<file path="src/hdl/fetch_pkg.sv">
// Shared definitions for the instruction-fetch front end
// Imported by the sequencer, the buffer, the top level and the testbench
package fetch_pkg;

    // Word address, byte address without bits [1:0]
    typedef logic [29:0] fetch_addr_t;

    // One IFB entry, instruction word plus bus-error tag
    typedef struct packed {
        logic        err;   // Word came back with hresp high
        logic [31:0] instr; // Raw instruction word from hrdata
    } fetch_entry_t;

    // AHB3-Lite transfer types used by an instruction master
    localparam logic [1:0] HTRANS_IDLE   = 2'b00;
    localparam logic [1:0] HTRANS_NONSEQ = 2'b10;

    // Every fetch is a full 32-bit word
    localparam logic [2:0] HSIZE_WORD = 3'b010;

    // Byte address of the first fetch after reset
    localparam logic [31:0] RESET_VECTOR = 32'h0000_0100;

endpackage

</file>
<file path="src/hdl/fetch_buffer.sv">
// Instruction fetch buffer between the fetch sequencer and decode
// Circular FIFO with occupancy count, free-entry output and a one-cycle flush
`timescale 1ns/100ps

module fetch_buffer
    import fetch_pkg::*;
#(
    parameter int IFB_DEPTH = 4
) (
    input  logic                           s_clk_i,
    input  logic                           rst_n_i,
    input  logic                           flush_i, // Drop all entries
    input  logic                           push_i,
    input  logic                           pop_i,
    input  fetch_entry_t                   entry_i,
    output fetch_entry_t                   entry_o, // Oldest entry
    output logic                           valid_o, // entry_o holds data
    output logic [$clog2(IFB_DEPTH+1)-1:0] free_o
);
    localparam int CNT_W = $clog2(IFB_DEPTH + 1);
    localparam int PTR_W = $clog2(IFB_DEPTH);
    localparam logic [CNT_W-1:0] DEPTH_C  = CNT_W'(IFB_DEPTH);
    localparam logic [PTR_W-1:0] LAST_PTR = PTR_W'(IFB_DEPTH - 1);

    fetch_entry_t     mem_q [IFB_DEPTH];
    logic [PTR_W-1:0] wr_ptr_q, rd_ptr_q;
    logic [CNT_W-1:0] count_q;
    logic             do_push, do_pop;

    // Wraps also for depths that are not a power of two
    function automatic logic [PTR_W-1:0] next_ptr(input logic [PTR_W-1:0] ptr);
        next_ptr = (ptr == LAST_PTR) ? '0 : ptr + 1'b1;
    endfunction

    assign do_push = push_i & ~flush_i & (count_q != DEPTH_C);
    assign do_pop  = pop_i & ~flush_i & (count_q != '0);

    assign entry_o = mem_q[rd_ptr_q];
    assign valid_o = count_q != '0;
    assign free_o  = DEPTH_C - count_q;

    always_ff @(posedge s_clk_i or negedge rst_n_i) begin
        if (~rst_n_i) begin
            wr_ptr_q <= '0;
            rd_ptr_q <= '0;
            count_q  <= '0;
        end else if (flush_i) begin
            wr_ptr_q <= '0;
            rd_ptr_q <= '0;
            count_q  <= '0;
        end else begin
            if (do_push) begin
                wr_ptr_q <= next_ptr(wr_ptr_q);
            end
            if (do_pop) begin
                rd_ptr_q <= next_ptr(rd_ptr_q);
            end
            // Push and pop together keep the count
            case ({do_push, do_pop})
                2'b10:   count_q <= count_q + 1'b1;
                2'b01:   count_q <= count_q - 1'b1;
                default: count_q <= count_q;
            endcase
        end
    end

    // Storage
    always_ff @(posedge s_clk_i) begin
        if (do_push) begin
            mem_q[wr_ptr_q] <= entry_i;
        end
    end

endmodule

</file>
<file path="src/hdl/fetch_sequencer.sv">
// Two-phase AHB fetch sequencer, FE0 is the address phase and FE1 the data phase
// Picks the next fetch address, drives the bus request and pushes returned words into the IFB
`timescale 1ns/100ps

module fetch_sequencer
    import fetch_pkg::*;
#(
    parameter int IFB_DEPTH = 4
) (
    input  logic                           s_clk_i,
    input  logic                           rst_n_i,
    input  logic                           flush_i,      // Redirect pulse from a later stage
    input  logic [31:0]                    flush_addr_i, // Redirect target, byte address
    input  logic [31:0]                    hrdata_i,
    input  logic                           hready_i,
    input  logic                           hresp_i,
    input  logic [$clog2(IFB_DEPTH+1)-1:0] ifb_free_i,   // Free IFB entries
    output logic [31:0]                    haddr_o,
    output logic [1:0]                     htrans_o,
    output logic [2:0]                     hsize_o,
    output logic                           hwrite_o,
    output logic [2:0]                     hburst_o,
    output logic [3:0]                     hprot_o,
    output logic                           hmastlock_o,
    output logic [31:0]                    hwdata_o,
    output logic                           ifb_push_o,
    output fetch_entry_t                   ifb_entry_o
);
    localparam int CNT_W = $clog2(IFB_DEPTH + 1);

    // FE0, the request on the address phase
    fetch_addr_t fe0_add_q, fe0_add_d;
    logic        fe0_busy_q, fe0_busy_d;
    // FE1, the request waiting for its data, or a parked redirect target
    fetch_addr_t fe1_add_q, fe1_add_d;
    logic        fe1_live_q, fe1_live_d;
    logic        fe1_park_q, fe1_park_d;

    logic [CNT_W-1:0] inflight;
    logic             issue_ok;
    fetch_addr_t      flush_add;

    assign flush_add = flush_addr_i[31:2]; // Word aligned target

    // Requests that will still need a slot, new one allowed only with room beyond them
    assign inflight = CNT_W'(fe0_busy_q) + CNT_W'(fe1_live_q);
    assign issue_ok = ifb_free_i > inflight;

    // Bus request
    assign haddr_o     = {fe0_add_q, 2'b00};
    assign htrans_o    = fe0_busy_q ? HTRANS_NONSEQ : HTRANS_IDLE;
    assign hsize_o     = HSIZE_WORD;
    assign hwrite_o    = 1'b0;    // Read only master
    assign hburst_o    = 3'b000;  // SINGLE
    assign hprot_o     = 4'b0000; // Opcode fetch, user, non-cacheable
    assign hmastlock_o = 1'b0;
    assign hwdata_o    = 32'h0;

    // Data phase done with a live request, error tag straight from hresp
    assign ifb_push_o        = fe1_live_q & hready_i & ~flush_i;
    assign ifb_entry_o.instr = hrdata_i;
    assign ifb_entry_o.err   = hresp_i;

    always_comb begin
        fe0_add_d  = fe0_add_q;
        fe0_busy_d = fe0_busy_q;
        fe1_add_d  = fe1_add_q;
        fe1_live_d = fe1_live_q;
        fe1_park_d = fe1_park_q;
        if (~hready_i & fe0_busy_q) begin
            // Address phase stuck on the bus, FE0 must hold
            if (flush_i) begin
                // Park the target in FE1, the stuck data is dropped
                fe1_add_d  = flush_add;
                fe1_live_d = 1'b0;
                fe1_park_d = 1'b1;
            end
        end else if (flush_i) begin
            fe0_add_d  = flush_add;
            fe0_busy_d = 1'b1; // IFB is emptied on this edge
            fe1_live_d = 1'b0; // Kill whatever is in the data phase
            fe1_park_d = 1'b0;
        end else if (hready_i & fe1_park_q) begin
            // Bus released, issue the parked redirect
            fe0_add_d  = fe1_add_q;
            fe0_busy_d = 1'b1;
            fe1_live_d = 1'b0; // Old FE0 request is stale
            fe1_park_d = 1'b0;
        end else if (hready_i) begin
            // Normal step, FE0 moves into FE1
            fe1_add_d  = fe0_add_q;
            fe1_live_d = fe0_busy_q;
            if (fe0_busy_q) begin
                fe0_add_d = fe0_add_q + 30'd1; // Next sequential word
            end
            fe0_busy_d = issue_ok;
        end else begin
            // FE1 still waiting but FE0 is free to start a request
            fe0_busy_d = issue_ok;
        end
    end

    always_ff @(posedge s_clk_i or negedge rst_n_i) begin
        if (~rst_n_i) begin
            fe0_add_q  <= RESET_VECTOR[31:2];
            fe0_busy_q <= 1'b0; // First request one cycle after reset release
            fe1_live_q <= 1'b0;
            fe1_park_q <= 1'b0;
        end else begin
            fe0_add_q  <= fe0_add_d;
            fe0_busy_q <= fe0_busy_d;
            fe1_live_q <= fe1_live_d;
            fe1_park_q <= fe1_park_d;
        end
    end

    // FE1 address only matters while live or parked
    always_ff @(posedge s_clk_i) begin
        fe1_add_q <= fe1_add_d;
    end

endmodule

</file>
<file path="src/hdl/fetch_top.sv">
// Instruction-fetch front end top level
// Connects the AHB fetch sequencer and the IFB to the bus, redirect and decode ports
`timescale 1ns/100ps

module fetch_top
    import fetch_pkg::*;
#(
    parameter int IFB_DEPTH = 4
) (
    input  logic        s_clk_i,
    input  logic        rst_n_i,
    // AHB3-Lite master
    input  logic [31:0] hrdata_i,
    input  logic        hready_i,
    input  logic        hresp_i,
    output logic [31:0] haddr_o,
    output logic [1:0]  htrans_o,
    output logic [2:0]  hsize_o,
    output logic        hwrite_o,
    output logic [2:0]  hburst_o,
    output logic [3:0]  hprot_o,
    output logic        hmastlock_o,
    output logic [31:0] hwdata_o,
    // Redirect from a later stage
    input  logic        flush_i,
    input  logic [31:0] flush_addr_i,
    // Decode side
    input  logic        stall_i,
    output logic [31:0] instr_o,
    output logic        bus_err_o,
    output logic        instr_valid_o
);
    localparam int CNT_W = $clog2(IFB_DEPTH + 1);

    logic             ifb_push, ifb_pop;
    fetch_entry_t     ifb_entry, ifb_out;
    logic [CNT_W-1:0] ifb_free;

    assign ifb_pop   = instr_valid_o & ~stall_i; // Decode takes the head entry
    assign instr_o   = ifb_out.instr;
    assign bus_err_o = ifb_out.err;

    fetch_sequencer #(.IFB_DEPTH(IFB_DEPTH)) fetch_sequencer_i (
        .s_clk_i(s_clk_i), .rst_n_i(rst_n_i),
        .flush_i(flush_i), .flush_addr_i(flush_addr_i),
        .hrdata_i(hrdata_i), .hready_i(hready_i), .hresp_i(hresp_i),
        .ifb_free_i(ifb_free),
        .haddr_o(haddr_o), .htrans_o(htrans_o), .hsize_o(hsize_o),
        .hwrite_o(hwrite_o), .hburst_o(hburst_o), .hprot_o(hprot_o),
        .hmastlock_o(hmastlock_o), .hwdata_o(hwdata_o),
        .ifb_push_o(ifb_push), .ifb_entry_o(ifb_entry)
    );

    fetch_buffer #(.IFB_DEPTH(IFB_DEPTH)) fetch_buffer_i (
        .s_clk_i(s_clk_i), .rst_n_i(rst_n_i),
        .flush_i(flush_i), // Emptied on the redirect edge
        .push_i(ifb_push), .pop_i(ifb_pop),
        .entry_i(ifb_entry), .entry_o(ifb_out),
        .valid_o(instr_valid_o), .free_o(ifb_free)
    );

endmodule

</file>
<file path="config.mk">
export PLATFORM = sky130hd
export DESIGN_NAME = fetch_top
export DESIGN_NICKNAME = d
export VERILOG_FILES = /design/src/hdl/fetch_pkg.sv /design/src/hdl/fetch_buffer.sv /design/src/hdl/fetch_sequencer.sv /design/src/hdl/fetch_top.sv
export SDC_FILE = /design/constraint.sdc
export NUM_CORES = 1
export LEC_CHECK = 0
export ABC_AREA = 1
export BUFFER_PORTS_ARGS = -buffer_cell sky130_fd_sc_hd__buf_2
export CAP_MARGIN = 5
export CORE_UTILIZATION = 40
export DETAILED_ROUTE_END_ITERATION = 7
export GPL_TIMING_DRIVEN = 0
export PLACE_DENSITY = 0.69
export SKIP_LAST_GASP = 1
export SLEW_MARGIN = 25
export SYNTH_ARGS = -nofsm -noshare
export SYNTH_HDL_FRONTEND = slang
export SYNTH_SLANG_ARGS = --single-unit
</file>
<file path="constraint.sdc">
create_clock -name s_clk_i -period 5.7 [get_ports s_clk_i]
set_input_delay 0.285 -clock s_clk_i [delete_from_list [all_inputs] [get_ports s_clk_i]]
set_output_delay 0.285 -clock s_clk_i [all_outputs]
set_load 0.05 [all_outputs]
</file>
==> out/metrics.cfg <==
[layout]
final_util_pct=51.13
drive_above_1_share_pct=20.65
n_fill_cell=2167
multiInputGateArea_um2=3227
final-seq-area_um2=5867
area_growth_pct=24.29
layout.nets=1308
final_area_um2=12070
antenna_cells=0

[drt]
drc=0
vias=7781
drt-initial-drc-count=839
first_pass_iters=6
wirelength_um=25610
vias_per_cell=4.991
ant_nets=0
routedWlPerCell_um=16.43

[worst_setup_path]
crit_slowest_cell=clkbuf_1
slowest_delay_ns=0.47
cp.required_ns=5.41
worstPathArrival_ns=2.41
cp_cell_sequence=inv_1 > buf_2 > clkbuf_1 > nor2_1 > o22ai_1 > buf_2
crit_top_cell=buf_2
cp-end-kind=output port
reg2reg_slack_ns=3.04
start_kind=flip-flop
path_max_fanout=10
crit_type=flip-flop to output port

[pwr]
power_density_nw_per_um2=475.8
p_total_w=0.005745
pwr-share-seq_pct=36.2
peakVddDrop_uv=360.3
switching_share_pct=45.28
clock_power_share_pct=22.4
p_switching_w=0.002601
pwr-share-comb_pct=41.5
power.internal_w=0.003144
power.leakage_nw=5.024

[sta]
slew_violations=0
fmax_mhz=371.4
slew_headroom_pct=51.95
rsz0062_at_grt=no
period_needed_ns=2.693
setup_viol_count_final=0
fin_crit_sh_pct=47.24
setup_tns_ns=0
fin_worst_skew_ns=0.01235
worst_pin_slew_ns=0.7208
finalHoldViolations=0

[placed_design]
dp_hpwl_um=17990
place_area_um2=11110
place_congestion=0.9734
io_buffer_count=132

[floorplanning]
initial_core_util_pct=41.14
core_um2=23610
fp.dieH_um=157.8
die_area_um2=24910
die_x_um=157.8
num_rows=56
io_pins=182

[cts]
clock_latency_ns=0.51
root_buffer=clkbuf_16
htreeDepth=1
post_cts_resized=0
clockBufferDepth=3
path_clk_slew_ns=0.06
cts_buffers=22
clkSinkCount=202
cts_tree=built

[global_routing]
antenna_found_initial=0
grt_start_max_net_pins=41
grt_pass1_vias=7401
grt_usage_pct=20.39
grt_pass1_wl_um=39270
grt_overflow_total=0

[yosys]
avgSynthCellArea_um2=9.852
yosysMostFrequentCell=nand2_1
ys_warn_count=0
synth.area.top_cells=edfxtp_1, dfrtp_1, nand2_1
postSynth.asyncResetShare_pct=19.80
synthCells=986
synth_common_cells=nand2_1, edfxtp_1, nor2_1, o21ai_0, inv_1
synth_edf_count=162
synth_ff_type=edfxtp_1
synth_top_area_share_pct=50.08
syn-cell-area_um2=9714
synth.ff_latch_count=202
synth.distinct_cells=38
synth_top_cell_by_area=edfxtp_1
ys_seq_area_share_pct=60.39

[min_path]
hp-class=primary input to flip-flop

[flow_run]
drv_cap=0

[run_status]
status=complete, no violations

[worst max-delay path, delay by kind of cell (launching register included)]
family,cells,cell delay [ns]
compound gates,1,0.22
simple gates,1,0.09
buf+inv,4,1.14
flops,1,0.45
[layout by cell type, fill, tap and decap left out, types with 2 or more instances in the layout]
cell           synthesis  routed
a211oi_1              18      18
a21oi_1               26      26
a22oi_1                2       2
a31oi_1                4       4
a32oi_1                2       2
buf_1                  5       5
buf_16                 0       4
buf_2                  6     137
buf_4                 53      54
clkbuf_1              24      31
clkbuf_16              0      22
clkinv_1               0       5
clkinv_2               0       4
conb_1                 2      47
dfrtp_1               39      39
dlygate4sd3_1          0      32
edfxtp_1             162     162
ha_1                  13      13
inv_1                 69      69
inv_2                  3       3
nand2_1              182     182
nand2_2                6       6
nand3_1               35      35
nand3_2                2       2
nand4_1                3       3
nor2_1               159     154
nor2_2                 5       5
nor2_4                 4       9
o21ai_0              105     105
o22ai_1               35      35
o31ai_1                2       2
or2_2                  2       2
xnor2_1                3       3
xor2_1                 6       6
[worst paths after layout]
| check | endpoint | cells past startpoint | startpoint |
|---|---|---|---|
| max | instr_o[22] | 6 | fetch_buffer_i.rd_ptr_q[0] |
| max reg2reg | fetch_sequencer_i.fe1_add_q[5] | 7 | fetch_sequencer_i.fe0_busy_q |
| min reg2reg | fetch_sequencer_i.fe0_add_q[3] | 2 | fetch_sequencer_i.fe1_add_q[3] |
| min in group asynchronous | fetch_sequencer_i.fe0_add_q[29] | 2 | rst_n_i |
| min | fetch_buffer_i.mem_q[2][29] | 1 | hrdata_i[29] |
| max in group asynchronous | fetch_sequencer_i.fe0_add_q[17] | 2 | rst_n_i |
[sequential cells by signal, summed over array words and instances (netlist names)]
register                      cells
fetch_buffer_i.mem_q            132
fetch_sequencer_i.fe0_add_q      30
fetch_sequencer_i.fe1_add_q      30
fetch_buffer_i.count_q            3
fetch_buffer_i.rd_ptr_q           2
fetch_buffer_i.wr_ptr_q           2
fetch_sequencer_i.fe0_busy_q      1
fetch_sequencer_i.fe1_live_q      1
fetch_sequencer_i.fe1_park_q      1
[power by group through the flow]
stage	clock network [W]	registers, W	logic (W)
floorplan	0	0.00238	0.00139
global placement	0	0.00210	0.00229
detailed placement	0	0.00210	0.00235
CTS	0.00130	0.00207	0.00238
global route	0.00136	0.00211	0.00258
finish	0.00128	0.00208	0.00238
[metal layers]
layer	up-vias	global-route usage, %	part of all wire [%]
li1	3757	-	-
met1	3662	25.90	41
met2	321	35.70	49
met3	41	3.997	8.1
met4	0	4.531	1.9
met5	-	0	0
[logic make-up after synthesis]
| group | synth area share [%] |
|---|---|
| AOI/OAI and AO/OA | 11.53 |
| other | 0.07731 |
| xor gates and xnor gates | 0.8115 |
| adders and majority gates | 1.881 |
| DFF | 60.39 |
| and+or+nand+nor | 16.80 |
| buffers and inverters | 8.514 |
[final cells by class]
cell class | count | share of cell area, %
Multi-Input combinational cell | 667 | 26.73
Tap cell | 319 | 3.306
Inverter | 73 | 2.290
Clock buffer | 29 | 4.777
Buffer | 89 | 4.560
Sequential cell | 202 | 48.59
Timing Repair Buffer | 169 | 9.223
Clock inverter | 11 | 0.5285
[through the flow]
stage / hold slack [ns] / instances / worst slack (ns)
after global routing: 0.009065 / 1559 / 2.848
after CTS: 0.002225 / 1559 / 2.946
after floorplan: -0.01059 / 1031 / 2.814
after global placement: 0.5002 / 1482 / 1.521
after detailed placement: 0.5065 / 1487 / 3.059
final: 0.01372 / 1559 / 3.007
[repair_timing]
action / in CTS / in global routing
hold buffers: 32 / 0
endpoints found under the hold margin: 125 / 0
buffers inserted: 0 / 0
(Power assumes the default switching activity.)
